$ cat src/lsu_cfg.svh
`ifndef LSU_CFG_SVH
`define LSU_CFG_SVH

// ----------------------------------------
// datapath
// ----------------------------------------
`define LSU_XLEN 32 // data and address width

// ----------------------------------------
// address map
// ----------------------------------------
`define LSU_DMEM_LIMIT 32'h0000_0800 // first byte past the 2 KB data memory
`define LSU_PERIPH_BASE 32'h1000_0000 // output buffer start
`define LSU_PERIPH_LIMIT 32'h1000_5000 // output buffer end, exclusive
`define LSU_SW_PAGE 20'h10010 // addr[31:12] of the switch register

// ----------------------------------------
// storage and peripheral sizes
// ----------------------------------------
`define LSU_DMEM_WORDS 512 // data memory depth in words

// each seven-segment digit is active in bits 6:0 of its byte
`define LSU_HEX_W 7

`endif

$ cat src/lsu_pkg.sv
package lsu_pkg;

  // ----------------------------------------
  // load/store opcode, same codes as the core
  // ----------------------------------------
  typedef enum logic [2:0] {
    SB  = 3'd0,
    SH  = 3'd1,
    SW  = 3'd2,
    LB  = 3'd3,
    LH  = 3'd4,
    LW  = 3'd5,
    LBU = 3'd6,
    LHU = 3'd7
  } lsu_op_e;

  // decoded target of an access
  typedef enum logic [1:0] {
    REG_DMEM,   // on-chip data memory
    REG_PERIPH, // output buffer
    REG_SWITCH, // switch input register
    REG_NONE    // unmapped, loads zero
  } lsu_region_e;

  // req/ack handshake
  typedef enum logic {
    HS_IDLE, // waiting for a request
    HS_ACK   // ack high until req drops
  } lsu_hs_e;

endpackage

$ cat src/periph_pkg.sv
package periph_pkg;

  // ----------------------------------------
  // output buffer register select
  // ----------------------------------------
  // taken from addr[14:12]; addr[15:12] above 4 selects nothing
  typedef enum logic [2:0] {
    P_LEDR  = 3'd0, // red LEDs
    P_LEDG  = 3'd1, // green LEDs
    P_HEX30 = 3'd2, // HEX digits 0-3
    P_HEX74 = 3'd3, // HEX digits 4-7
    P_LCD   = 3'd4  // LCD word
  } periph_sel_e;

endpackage

$ cat src/lsu_lane.sv
`timescale 1ns/100ps
`include "lsu_cfg.svh"

module lsu_lane (
  input  lsu_pkg::lsu_op_e       i_op,
  input  logic [1:0]             i_offset,
  input  logic [`LSU_XLEN-1:0]   i_st_data,
  input  logic [`LSU_XLEN-1:0]   i_word,
  output logic [`LSU_XLEN-1:0]   o_st_word,
  output logic [`LSU_XLEN-1:0]   o_ld_word
);

  import lsu_pkg::*;

  logic [4:0]  byte_base; // bit position of the addressed byte
  logic [7:0]  ld_byte;
  logic [15:0] ld_half;

  assign byte_base = {i_offset, 3'b000};
  assign ld_byte   = i_word[byte_base +: 8];
  assign ld_half   = i_offset[1] ? i_word[31:16] : i_word[15:0];

  // ----------------------------------------
  // store merge
  // ----------------------------------------
  always_comb begin
    o_st_word = i_word; // untouched lanes keep the old word
    case (i_op)
      SB: begin
        o_st_word[byte_base +: 8] = i_st_data[7:0];
      end
      SH: begin
        if (i_offset[1]) begin
          o_st_word[31:16] = i_st_data[15:0];
        end else begin
          o_st_word[15:0] = i_st_data[15:0];
        end
      end
      SW: begin
        o_st_word = i_st_data; // offset ignored
      end
      default: begin
        o_st_word = i_word; // loads leave the word alone
      end
    endcase
  end

  // ----------------------------------------
  // load extract and extend
  // ----------------------------------------
  always_comb begin
    case (i_op)
      LB: begin
        o_ld_word = {{24{ld_byte[7]}}, ld_byte};
      end
      LBU: begin
        o_ld_word = {24'h0, ld_byte}; // plain zero extension for every lane
      end
      LH: begin
        o_ld_word = {{16{ld_half[15]}}, ld_half};
      end
      LHU: begin
        o_ld_word = {16'h0, ld_half};
      end
      default: begin
        o_ld_word = i_word; // LW, and don't care for stores
      end
    endcase
  end

endmodule

$ cat src/lsu_periph.sv
`timescale 1ns/100ps
`include "lsu_cfg.svh"

module lsu_periph (
  input  logic                   i_clk,
  input  logic                   i_reset,
  input  logic                   i_we,
  input  lsu_pkg::lsu_op_e       i_op,
  input  logic [`LSU_XLEN-1:0]   i_addr,
  input  logic [`LSU_XLEN-1:0]   i_st_data,
  output logic [`LSU_XLEN-1:0]   o_rdata,
  output logic [`LSU_XLEN-1:0]   o_ledr,
  output logic [`LSU_XLEN-1:0]   o_ledg,
  output logic [`LSU_HEX_W-1:0]  o_hex0,
  output logic [`LSU_HEX_W-1:0]  o_hex1,
  output logic [`LSU_HEX_W-1:0]  o_hex2,
  output logic [`LSU_HEX_W-1:0]  o_hex3,
  output logic [`LSU_HEX_W-1:0]  o_hex4,
  output logic [`LSU_HEX_W-1:0]  o_hex5,
  output logic [`LSU_HEX_W-1:0]  o_hex6,
  output logic [`LSU_HEX_W-1:0]  o_hex7,
  output logic [`LSU_XLEN-1:0]   o_lcd
);

  import lsu_pkg::*;
  import periph_pkg::*;

  logic [`LSU_XLEN-1:0] regs [0:4];
  periph_sel_e          sel;
  logic                 sel_ok;
  logic [`LSU_XLEN-1:0] cur_word;
  logic [`LSU_XLEN-1:0] st_word;

  // ----------------------------------------
  // register select
  // ----------------------------------------
  assign sel    = periph_sel_e'(i_addr[14:12]);
  assign sel_ok = !i_addr[15] && (i_addr[14:12] <= P_LCD); // pages 5..15 unused

  always_comb begin
    cur_word = '0;
    if (sel_ok) begin
      case (sel)
        P_LEDR:  cur_word = regs[P_LEDR];
        P_LEDG:  cur_word = regs[P_LEDG];
        P_HEX30: cur_word = regs[P_HEX30];
        P_HEX74: cur_word = regs[P_HEX74];
        P_LCD:   cur_word = regs[P_LCD];
        default: cur_word = '0;
      endcase
    end
  end

  lsu_lane u_lane (
    .i_op      (i_op),
    .i_offset  (i_addr[1:0]),
    .i_st_data (i_st_data),
    .i_word    (cur_word),
    .o_st_word (st_word),
    .o_ld_word (o_rdata)
  );

  always_ff @(posedge i_clk or posedge i_reset) begin
    if (i_reset) begin
      for (int i = 0; i < 5; i++) begin
        regs[i] <= '0;
      end
    end else if (i_we && sel_ok) begin
      regs[sel] <= st_word;
    end
  end

  // ----------------------------------------
  // fan-out to the board
  // ----------------------------------------
  assign o_ledr = regs[P_LEDR];
  assign o_ledg = regs[P_LEDG];
  assign o_lcd  = regs[P_LCD];

  assign o_hex0 = regs[P_HEX30][`LSU_HEX_W-1:0];
  assign o_hex1 = regs[P_HEX30][8 +: `LSU_HEX_W];
  assign o_hex2 = regs[P_HEX30][16 +: `LSU_HEX_W];
  assign o_hex3 = regs[P_HEX30][24 +: `LSU_HEX_W];
  assign o_hex4 = regs[P_HEX74][`LSU_HEX_W-1:0];
  assign o_hex5 = regs[P_HEX74][8 +: `LSU_HEX_W];
  assign o_hex6 = regs[P_HEX74][16 +: `LSU_HEX_W];
  assign o_hex7 = regs[P_HEX74][24 +: `LSU_HEX_W];

endmodule

$ cat config.mk
export PLATFORM = sky130hd
export DESIGN_NAME = lsu_periph
export DESIGN_NICKNAME = d
export VERILOG_FILES = /design/src/lsu_pkg.sv /design/src/periph_pkg.sv /design/src/lsu_lane.sv /design/src/lsu_periph.sv
export VERILOG_INCLUDE_DIRS = /design/src
export SDC_FILE = /design/constraint.sdc
export NUM_CORES = 1
export LEC_CHECK = 0
export BUFFER_PORTS_ARGS = -buffer_cell sky130_fd_sc_hd__buf_2
export CAP_MARGIN = 20
export CORE_ASPECT_RATIO = 1.5
export CORE_MARGIN = 2
export CORE_UTILIZATION = 45
export DETAILED_ROUTE_END_ITERATION = 7
export PLACE_DENSITY = 0.77
export SYNTH_ARGS = -nofsm -noshare
export SYNTH_HDL_FRONTEND = slang
export SYNTH_SLANG_ARGS = --single-unit
$ cat constraint.sdc
create_clock -name i_clk -period 12.6 [get_ports i_clk]
set_input_delay 3.78 -clock i_clk [delete_from_list [all_inputs] [get_ports i_clk]]
set_output_delay 3.78 -clock i_clk [all_outputs]
set_load 0.01 [all_outputs]
==> results.cfg <==
[layout]
drive_above_1_share_pct = 37.05
final_cell_mix = 227 x buf_2, 160 x dfrtp_1, 144 x mux2_2, 96 x nand2_1, 82 x a21oi_1
nNetsFinal = 1282
fillers = 2263
fin_cells = 1545
layout_commonest_cell = buf_2
area_delta_synth_final_pct = 5.633

[pwr]
switchingPower_w = 0.0005261
switching_share_pct = 33.56
total_power_w = 0.001568
combPwrFrac_pct = 26.4
pwr-share-clk_pct = 32.5
p_int_w = 0.001042
vdd_drop_max_uv = 114.4
power.density_mw_per_mm2 = 132.6
seqPwrFrac_pct = 41.1
p_leak_nw = 5.781

[die]
num_rows = 70
die_h_um = 197.2
start_util_pct = 45.81
fp.dieArea_mm2 = 0.02618
die_x_um = 132.8
core_mm2 = 0.02444
ioPinCount = 254

[timing]
setup_tns_ns = 0
drv_slew = 0
max_freq_mhz = 92.57
hold_ws_ns = 0.4948
setup_viol = 0
relSlewSlack_pct = 27.50
fin_crit_sh_pct = 85.74
period_needed_ns = 10.80
rsz0062_at_grt = no
finalClockSkew_ns = 0.01283
final_hold_viol_count = 0
worst_slew_pin_slew_ns = 1.087

[placed_design]
gp_congestion = 0.9860
dpl.cell_count = 1512
port_buffers = 227
hpwl_um = 26500

[clock_tree]
root_buffer = clkbuf_16
cts.htree.levels = 4
cts_made_buffers = 17
cts_buffer_depth = 2
cts_tree = built
clkLatencyLatePin_ns = 0.43
ctsHoldBuffers = 0
post_cts_resize_count = 0
cts_sinks = 160
cts.clk_slew.worst_paths_ns = 0.07
postCtsSetupBuffers = 0

[setup_path]
critPathLaunchType = input pin
r2r_slack_ns = 10.50
critical_path.max_fanout = 24
end_kind = output pin
critPathKind = input pin to output pin
critPathRequiredTime_ns = 8.82
arrival_ns = 7.02

[grt]
track_usage_pct = 27.95
grt_pass1_vias = 9125
grt_overflow = 0
grt_pass1_wl_um = 55610
antenna_found_initial = 1
grt_max_degree = 84

[route]
first_pass_iters = 6
wl_per_cell_um = 24.19
num_vias = 9374
drc_errors = 0
via_per_inst = 6.067
wl_um = 37370
ant_nets = 0
drt_iter0_markers = 1030

[yosys]
ys_ff_latch = 160
synth_fp_nets = 1259
synth.avg_cell_area_um2 = 9.454
synth_cell_types = 72
ys_seq_area_share_pct = 35.77
synth_edf_count = 0
synth_warnings = 0
synth-main-ff-cell = dfrtp_1
yosys.area.top_type = dfrtp_1
yosysTopAreaCellShare_pct = 35.77
syn_area_mm2 = 0.01119
synth_cells = 1184
async_flop_share_pct = 100.0
netlist_top_cells_area = dfrtp_1 36%, mux2_2 14%, buf_4 11%

[run]
maxCapViolations = 0

[outcome]
status = finished clean

[worst_hold_path]
hp-class = flip-flop to flip-flop
final cells by class:
cell class,count,area (µm²),area share (%)
multi-input combinational,772,5525,46.73
sequential,160,4004,33.86
timing repair buffer,242,1249,10.56
clock buffer,20,456.7,3.862
tap,324,405.4,3.429
clock inverter,12,123.9,1.048
inverter,14,57.56,0.4868
antenna,1,2.502,0.02116
kinds of logic after synthesis:
group           count (synthesis)  share of synthesized area, %
mux                           192                         18.79
simple gates                  259                         10.87
fa+ha+maj                       5                        0.5589
compound gates                315                         19.00
xor+xnor                        1                       0.07826
buf+inv                       252                         14.93
flops                         160                         35.77
worst max-delay path, cell delays in order:
cell and delay, ns:
buf_2 0.42, or2_1 0.53, o22ai_1 0.13, a21oi_1 0.56, a211oi_2 0.18, o21ai_2 0.86, o211ai_1 0.30, buf_2 0.24
registers in the layout, indices dropped and copies added, names as in the netlist:
signal  cells
o_ledr     32
o_hex2      7
o_hex1      7
o_hex6      7
o_hex0      7
o_hex7      7
o_lcd      32
o_hex3      7
o_hex5      7
o_hex4      7
regs        8
o_ledg     32
final timing paths:
check / cells past startpoint / from / endpoint
max in group asynchronous: 3 / i_reset / regs[55]
hold reg to reg: 2 / regs[47] / regs[47]
min in group asynchronous: 2 / i_reset / o_lcd[25]
hold / removal: 2 / regs[47] / regs[47]
setup / recovery: 8 / i_addr[13] / o_rdata[20]
setup reg to reg: 6 / o_lcd[26] / o_hex7[2]
metrics by stage:
step,utilization [%],setup slack [ns],area [µm²]
floorplan,-,3.518,11190
finish,48.39,1.797,11820
global placement,46.00,1.957,11240
CTS,48.38,1.904,11820
detailed placement,46.00,1.921,11240
global route,48.39,1.709,11820
synthesized netlist by cell type (18+ instances only):
library cell	number
a21oi_1	82
a22oi_1	26
buf_2	28
buf_4	160
clkbuf_1	35
dfrtp_1	160
mux2_2	144
mux2i_1	47
nand2_1	96
nand3_1	20
nor2_1	72
nor3_1	18
o21ai_0	54
o22ai_1	18
power groups by stage:
stage                     clock network, W  logic (W)  registers [W]
final                             0.000510   0.000413       0.000644
after global routing              0.000535   0.000441       0.000653
after CTS                         0.000516   0.000411       0.000643
after detailed placement                 0   0.000407       0.000651
after global placement                   0   0.000401       0.000646
after floorplan                          0   0.000353       0.000635
metal layers:
metal	track usage [%]	part of all wire [%]	wire, µm	vias up
met4	17.24	6.1	2273	0
met1	34.84	39	14580	4597
met5	0	0	0	-
met2	44.16	47	17490	491
li1	-	-	-	4172
met3	6.184	8.1	3023	114
Note: power is estimated with default switching activity, not from simulation.
