--- src/lsu_cfg.svh ---
`ifndef LSU_CFG_SVH
`define LSU_CFG_SVH

// ----------------------------------------
// datapath
// ----------------------------------------
`define LSU_XLEN 32 // data and address width

// ----------------------------------------
// address map
// ----------------------------------------
`define LSU_DMEM_LIMIT 32'h0000_0800 // first byte past the 2 KB data memory
`define LSU_PERIPH_BASE 32'h1000_0000 // output buffer start
`define LSU_PERIPH_LIMIT 32'h1000_5000 // output buffer end, exclusive
`define LSU_SW_PAGE 20'h10010 // addr[31:12] of the switch register

// ----------------------------------------
// storage and peripheral sizes
// ----------------------------------------
`define LSU_DMEM_WORDS 512 // data memory depth in words

// each seven-segment digit is active in bits 6:0 of its byte
`define LSU_HEX_W 7

`endif

--- src/lsu_pkg.sv ---
package lsu_pkg;

  // ----------------------------------------
  // load/store opcode, same codes as the core
  // ----------------------------------------
  typedef enum logic [2:0] {
    SB  = 3'd0,
    SH  = 3'd1,
    SW  = 3'd2,
    LB  = 3'd3,
    LH  = 3'd4,
    LW  = 3'd5,
    LBU = 3'd6,
    LHU = 3'd7
  } lsu_op_e;

  // decoded target of an access
  typedef enum logic [1:0] {
    REG_DMEM,   // on-chip data memory
    REG_PERIPH, // output buffer
    REG_SWITCH, // switch input register
    REG_NONE    // unmapped, loads zero
  } lsu_region_e;

  // req/ack handshake
  typedef enum logic {
    HS_IDLE, // waiting for a request
    HS_ACK   // ack high until req drops
  } lsu_hs_e;

endpackage

--- src/lsu_ctrl.sv ---
`timescale 1ns/100ps
`include "lsu_cfg.svh"

module lsu_ctrl (
  input  logic                   i_clk,
  input  logic                   i_reset,
  input  logic                   i_req,
  input  lsu_pkg::lsu_op_e       i_op,
  input  logic [`LSU_XLEN-1:0]   i_addr,
  input  logic [`LSU_XLEN-1:0]   i_sw,
  input  logic [`LSU_XLEN-1:0]   i_dmem_rdata,
  input  logic [`LSU_XLEN-1:0]   i_periph_rdata,
  output logic                   o_ack,
  output logic [`LSU_XLEN-1:0]   o_ld_data,
  output logic                   o_dmem_we,
  output logic                   o_periph_we
);

  import lsu_pkg::*;

  lsu_hs_e              hs_q;
  lsu_hs_e              hs_d;
  lsu_region_e          region;
  logic                 accept;
  logic                 is_store;
  logic [`LSU_XLEN-1:0] sw_q;
  logic [`LSU_XLEN-1:0] ld_sel;

  // ----------------------------------------
  // region decode
  // ----------------------------------------
  always_comb begin
    if (i_addr < `LSU_DMEM_LIMIT) begin
      region = REG_DMEM;
    end else if ((i_addr >= `LSU_PERIPH_BASE) && (i_addr < `LSU_PERIPH_LIMIT)) begin
      region = REG_PERIPH;
    end else if (i_addr[31:12] == `LSU_SW_PAGE) begin
      region = REG_SWITCH;
    end else begin
      region = REG_NONE; // loads zero, stores dropped
    end
  end

  // ----------------------------------------
  // req/ack handshake
  // ----------------------------------------
  assign accept = i_req && (hs_q == HS_IDLE); // the one cycle an access completes

  always_comb begin
    hs_d = hs_q;
    case (hs_q)
      HS_IDLE: if (i_req) hs_d = HS_ACK;
      HS_ACK:  if (!i_req) hs_d = HS_IDLE; // master released req
      default: hs_d = HS_IDLE;
    endcase
  end

  always_ff @(posedge i_clk or posedge i_reset) begin
    if (i_reset) begin
      hs_q <= HS_IDLE;
    end else begin
      hs_q <= hs_d;
    end
  end

  assign o_ack = (hs_q == HS_ACK);

  // ----------------------------------------
  // store strobes
  // ----------------------------------------
  assign is_store    = (i_op == SB) || (i_op == SH) || (i_op == SW);
  assign o_dmem_we   = accept && is_store && (region == REG_DMEM);
  assign o_periph_we = accept && is_store && (region == REG_PERIPH);

  // switch input, one cycle behind the pins
  always_ff @(posedge i_clk or posedge i_reset) begin
    if (i_reset) begin
      sw_q <= '0;
    end else begin
      sw_q <= i_sw;
    end
  end

  // ----------------------------------------
  // load select and result register
  // ----------------------------------------
  always_comb begin
    case (region)
      REG_DMEM:   ld_sel = i_dmem_rdata;   // already lane-extended
      REG_PERIPH: ld_sel = i_periph_rdata;
      REG_SWITCH: ld_sel = sw_q;           // raw word, no lanes
      default:    ld_sel = '0;
    endcase
  end

  always_ff @(posedge i_clk or posedge i_reset) begin
    if (i_reset) begin
      o_ld_data <= '0;
    end else if (accept && !is_store) begin
      o_ld_data <= ld_sel; // held through stores and idle cycles
    end
  end

endmodule

--- config.mk ---
export PLATFORM = sky130hd
export DESIGN_NAME = lsu_ctrl
export DESIGN_NICKNAME = d
export VERILOG_FILES = /design/src/lsu_pkg.sv /design/src/lsu_ctrl.sv
export VERILOG_INCLUDE_DIRS = /design/src
export SDC_FILE = /design/constraint.sdc
export NUM_CORES = 1
export LEC_CHECK = 0
export ABC_AREA = 1
export BUFFER_PORTS_ARGS = -buffer_cell sky130_fd_sc_hd__buf_4
export CORE_MARGIN = 4
export CORE_UTILIZATION = 25
export CTS_CLUSTER_SIZE = 12
export DETAILED_ROUTE_END_ITERATION = 8
export SKIP_CTS_REPAIR_TIMING = 1
export SLEW_MARGIN = 40
export SYNTH_ARGS = -nofsm -noshare
export SYNTH_HDL_FRONTEND = slang
export SYNTH_SLANG_ARGS = --single-unit
--- constraint.sdc ---
create_clock -name i_clk -period 2.5 [get_ports i_clk]
set_input_delay 0.125 -clock i_clk [delete_from_list [all_inputs] [get_ports i_clk]]
set_output_delay 0.125 -clock i_clk [all_outputs]
set_load 0.05 [all_outputs]
==> results.py, run 1 <==
metrics = {
    "yosys": {
        "synth_cells": 371,
        "ys_ff_latch": 65,
        "syn_area_um2": 3450,
        "ys.warnings.count": 0,
        "synth_enable_flop_cells": 0,
        "synthFlopType": "dfrtp_1",
        "synth_top_cell_by_area": "dfrtp_1",
        "synth.area.top_cells": "dfrtp_1 (47%), nand4_1 (12%), nand3_1 (9.7%), nand3_2 (9.6%), nand2_1 (7.3%)",
        "synth_nets": 505,
        "yosys.area.top_type_share_pct": 47.1,
        "synth-async-reset-ratio_pct": 100,
        "ys_types": 24,
        "synth_commonest_cells": "nand2_1 (67), nand3_1 (67), dfrtp_1 (65)",
        "avgSynthCellArea_um2": 9.30,
        "ys_seq_area_share_pct": 47.1,
    },
    "sta": {
        "final_max_slew_viol_count": 0,
        "rsz0062_at_grt": "no",
        "min_period_ns": 1.63,
        "tns_ns": 0,
        "max_slew_margin_pct": 60.6,
        "hold_violations": 0,
        "tightest_slew_ns": 0.591,
        "min_period_over_period_pct": 65.4,
        "fmax_ghz": 0.612,
        "worst_clock_skew_ns": 0.00638,
        "finalSetupViolCount": 0,
    },
    "placement": {
        "place_area_um2": 4720,
        "gp_congestion": 0.820,
        "portBuffers": 157,
        "hpwl_mm": 8.54,
    },
    "final_layout": {
        "fill_cells": 1364,
        "antenna_cells": 0,
        "layout.nets": 684,
        "synthToLayoutAreaGrowth_pct": 56.8,
        "drive_gt1_share_pct": 43.2,
        "design_area_um2": 5410,
    },
    "flow_run": {
        "maxCapViolations": 0,
    },
    "power_and_ir_drop": {
        "p_sw_share_pct": 20.6,
        "power_frac_comb_pct": 10.0,
        "p_sw_uw": 585,
        "clock_power_share_pct": 51.6,
        "vdd_ir_drop_max_mv": 0.313,
        "p_int_mw": 2.25,
        "leakagePower_nw": 2.63,
        "p_per_area_nw_per_um2": 524,
        "seqPwrFrac_pct": 38.4,
    },
    "routing": {
        "ant_nets": 0,
        "num_vias": 3398,
        "drc": 0,
        "viasPerCell": 4.65,
        "firstDrtPassIters": 4,
        "drt_iter0_drc": 187,
        "wl_mm": 11.5,
        "routedWlPerCell_um": 15.8,
    },
    "critical_path": {
        "crit_path_start_kind": "primary input",
        "reg2reg_from": "o_ack",
        "endpoint_kind": "flip-flop",
        "rr_worst_depth": 6,
        "cp.arrival_ns": 1.90,
        "cp_max_fo": 22,
        "rrSetupSlack_ns": 0.89,
        "critPathKind": "primary input to flip-flop",
        "worstPathRequired_ns": 2.76,
        "r2r_end": "o_ld_data[30]",
    },
    "min_path": {
        "hp-class": "primary input to flip-flop",
        "holdPathEnd": "o_ld_data[11]",
        "min_from": "i_periph_rdata[11]",
        "hold_depth": 5,
    },
    "clock_network": {
        "clkLatencyLatePin_ns": 0.33,
        "cts_tree": "built",
        "numCtsBuffers": 9,
        "path_clk_slew_ns": 0.05,
        "clockBufferDepth": 2,
        "clkSinkCount": 65,
        "cts.root.buffer_cell": "clkbuf_16",
        "htree_num_levels": 3,
    },
    "die": {
        "dieArea_um2": 15700,
        "io_pins": 169,
        "core_area_um2": 13400,
        "die_w_um": 125,
        "initial_core_util_pct": 25.8,
        "rows": 42,
        "die_y_um": 125,
    },
    "global_routing": {
        "track_usage_pct": 14.2,
        "grt_first_pass_wirelength_mm": 17.9,
        "grt_overflow_total": 0,
        "grt_max_degree": 41,
        "grt_pass1_vias": 3398,
        "antenna_found_initial": 0,
    },
    "status": {
        "status": "complete, no violations",
    },
}
## kinds of logic after synthesis
family          share of synthesized area, %
compound gates                         0.544
buf+inv                                 7.40
flops                                   47.1
simple gates                            44.9
## metal layers
| metal | global-route usage [%] | share of wire [%] | vias to the layer above |
|---|---|---|---|
| met2 | 23.9 | 50 | 126 |
| met4 | 3.76 | 1.5 | 0 |
| met3 | 4.18 | 5.9 | 14 |
| met1 | 17.9 | 42 | 1576 |
| met5 | 0 | 0 | - |
| li1 | - | - | 1682 |
## worst max-delay path, cell delays in order
cell and delay, ns:
dlygate4sd3_1 0.54, buf_4 0.12, nand2_1 0.08, nor2_4 0.37, buf_4 0.41, nand3_1 0.15, nand2_1 0.08
## state kept, by name, summed over array words and instances (netlist names)
signal     cells
o_ld_data     32
sw_q          32
o_ack          1
## power groups by stage
stage / registers [mW] / clock network, mW / logic (mW)
after global placement: 1.11 / 0 / 0.243
after global routing: 1.09 / 1.55 / 0.310
after detailed placement: 1.11 / 0 / 0.244
after floorplan: 1.11 / 0 / 0.0643
after CTS: 1.09 / 1.50 / 0.245
final: 1.09 / 1.46 / 0.284
## cell type report
cell class	count	area (µm²)	area share, %
timing repair buffer	202	1600	29.6
clock buffer	10	239	4.42
clock inverter	6	114	2.10
tap	176	220	4.07
inverter	9	33.8	0.624
multi-input combinational	263	1580	29.1
sequential	65	1630	30.1
## worst max-delay path by stage
stage	startpoint	to	cells past startpoint
3_3_place_gp	i_addr[30]	o_ld_data[30]	8
3_5_place_dp	i_addr[30]	o_ld_data[30]	8
5_1_grt	i_req	o_ld_data[2]	7
4_1_cts	o_ack	o_ld_data[2]	6
6_report	i_req	o_ld_data[30]	7
2_1_floorplan	i_reset	o_ack	1
## per-stage QoR
step                      utilization, %  instances  setup WS, ns  hold WS [ns]  total power [mW]
after detailed placement            35.2        681         0.645         0.209              1.35
after global placement              35.2        681         0.726         0.207              1.35
final                               40.4        731         0.866         0.156              2.84
after floorplan                        -        371         0.749         0.156              1.17
after global routing                40.4        731         0.693         0.163              2.95
after CTS                           37.8        697         0.842        -0.140              2.83
## layout by cell type, fill, tap and decap left out
| cell | n |
|---|---|
| nor2_4 | 9 |
| nand3_2 | 33 |
| nand2_1 | 67 |
| clkbuf_8 | 1 |
| and2_1 | 1 |
| bufinv_16 | 3 |
| dfrtp_1 | 65 |
| nand3_4 | 1 |
| nand3_1 | 67 |
| inv_2 | 4 |
| clkinv_1 | 1 |
| nor3_1 | 1 |
| clkinvlp_4 | 2 |
| nor2_2 | 3 |
| inv_1 | 4 |
| nand4_1 | 64 |
| inv_6 | 1 |
| dlygate4sd3_1 | 34 |
| nor2_1 | 8 |
| o21ai_1 | 1 |
| nand2_2 | 3 |
| a21oi_1 | 1 |
| nand2_4 | 2 |
| nor2_8 | 1 |
| o2111ai_1 | 1 |
| buf_4 | 168 |
| clkbuf_16 | 9 |
(Power assumes the default switching activity.)
==> inputs of run 2 (changes only) <==
==> constraint.sdc (replaced) <==
create_clock -name i_clk -period 1.5 [get_ports i_clk]
set_input_delay 0.075 -clock i_clk [delete_from_list [all_inputs] [get_ports i_clk]]
set_output_delay 0.075 -clock i_clk [all_outputs]
set_load 0.05 [all_outputs]
==> run 2 against run 1 <==
Compared with the run above: sequential cell count stayed put; critical path depth stayed put; combinational power is 74% higher; wire length is 2.1% higher; critical path type unchanged.
==> results.py, run 2 (same netlist as run 1, synthesis figures left out) <==
metrics = {
    "status": {
        "status": "complete, no violations",
    },
    "min_path": {
        "hold_depth": 5,
        "holdPathEnd": "o_ld_data[16]",
        "min_from": "i_periph_rdata[16]",
        "hp-class": "primary input to flip-flop",
    },
    "sta": {
        "max_slew_margin_pct": 61.9,
        "worst_clock_skew_ns": 0.00788,
        "min_period_ns": 1.33,
        "final_max_slew_viol_count": 0,
        "fmax_ghz": 0.751,
        "hold_violations": 0,
        "tightest_slew_ns": 0.571,
        "tns_ns": 0,
        "min_period_over_period_pct": 88.7,
        "finalSetupViolCount": 0,
        "rsz0062_at_grt": "no",
    },
    "critical_path": {
        "crit_path_start_kind": "primary input",
        "cp.arrival_ns": 1.59,
        "rrSetupSlack_ns": 0.17,
        "rr_worst_depth": 6,
        "cp_max_fo": 32,
        "reg2reg_from": "o_ack",
        "endpoint_kind": "flip-flop",
        "r2r_end": "o_ld_data[21]",
        "critPathKind": "primary input to flip-flop",
        "worstPathRequired_ns": 1.76,
    },
    "die": {
        "die_y_um": 125,
        "dieArea_um2": 15700,
        "rows": 42,
        "core_area_um2": 13400,
        "die_w_um": 125,
        "initial_core_util_pct": 25.8,
        "io_pins": 169,
    },
    "global_routing": {
        "track_usage_pct": 14.6,
        "antenna_found_initial": 0,
        "grt_pass1_vias": 3509,
        "grt_max_degree": 66,
        "grt_first_pass_wirelength_mm": 18.4,
        "grt_overflow_total": 0,
    },
    "placement": {
        "gp_congestion": 0.807,
        "place_area_um2": 4880,
        "hpwl_mm": 8.92,
        "portBuffers": 157,
    },
    "final_layout": {
        "final_common_cell": "buf_4",
        "design_area_um2": 5510,
        "antenna_cells": 0,
        "layout.nets": 694,
        "drive_gt1_share_pct": 44.1,
        "fill_cells": 1345,
        "synthToLayoutAreaGrowth_pct": 59.7,
        "layout_common_cells": "buf_4 (171), nand2_1 (67), nand3_1 (67)",
    },
    "clock_network": {
        "cts_tree": "built",
        "htree_num_levels": 3,
        "path_clk_slew_ns": 0.06,
        "clkSinkCount": 65,
        "clkLatencyLatePin_ns": 0.32,
        "clockBufferDepth": 2,
        "numCtsBuffers": 9,
        "cts.root.buffer_cell": "clkbuf_16",
    },
    "routing": {
        "ant_nets": 0,
        "wl_mm": 11.8,
        "routedWlPerCell_um": 15.9,
        "viasPerCell": 4.74,
        "firstDrtPassIters": 5,
        "drc": 0,
        "num_vias": 3509,
        "drt_iter0_drc": 167,
    },
    "power_and_ir_drop": {
        "p_sw_share_pct": 22.3,
        "leakagePower_nw": 2.67,
        "vdd_ir_drop_max_mv": 0.538,
        "p_int_mw": 3.36,
        "p_sw_uw": 962,
        "clock_power_share_pct": 46.6,
        "power_frac_comb_pct": 11.4,
        "p_per_area_nw_per_um2": 784,
        "seqPwrFrac_pct": 42.0,
    },
    "flow_run": {
        "maxCapViolations": 0,
    },
}
[run 2: power groups by stage]
stage | clock network, mW | registers, mW | logic [mW]
after global placement | 0 | 1.84 | 0.422
after CTS | 2.07 | 1.81 | 0.427
after detailed placement | 0 | 1.84 | 0.427
after global routing | 2.14 | 1.82 | 0.536
final | 2.01 | 1.81 | 0.493
after floorplan | 0 | 1.84 | 0.108
[run 2: how the worst max path moves through the flow]
stage,from,end,slack [ns],depth (start not counted)
global placement,i_addr[19],o_ld_data[18],0.13,9
detailed placement,i_addr[12],o_ld_data[24],0.11,9
floorplan,o_ack,o_dmem_we,0.001,3
global route,o_ack,o_ld_data[22],0.01,6
finish,i_req,o_ld_data[21],0.17,7
CTS,o_ack,o_dmem_we,0.13,4
[run 2: worst max-delay path: stages]
cell and delay (ns):
dlygate4sd3_1 0.53, buf_4 0.14, nand2_1 0.10, nor2_4 0.07, inv_2 0.44, nand2_1 0.13
nand2_1 0.09
[run 2: metrics by stage]
stage          util [%]  cells  hold slack (ns)  setup slack [ns]  power, mW
6_report           41.1    740            0.108             0.169       4.32
5_1_grt            41.1    740            0.128            0.0138       4.49
4_1_cts            38.6    706           -0.162             0.125       4.31
3_5_place_dp       36.5    691            0.186             0.105       2.27
3_3_place_gp       36.5    691            0.185             0.130       2.26
2_1_floorplan         -    371            0.106           0.00146       1.95
[run 2: final cells by class]
cell class / count / area [µm²] / share of cell area, %
Clock buffer: 9 / 225 / 4.09
Inverter: 9 / 37.5 / 0.681
Timing Repair Buffer: 212 / 1760 / 32.0
Tap cell: 176 / 220 / 4.00
Clock inverter: 6 / 60.1 / 1.09
Multi-Input combinational cell: 263 / 1580 / 28.6
Sequential cell: 65 / 1630 / 29.5
[run 2: per-layer routing]
metal	wire [µm]	GRT usage (%)	vias to the layer above	share of wire, %
met3	849	4.39	11	7.2
met5	0	0	-	0
met1	4970	18.5	1647	42
li1	-	-	1696	-
met2	5780	24.4	155	49
met4	156	3.64	0	1.3
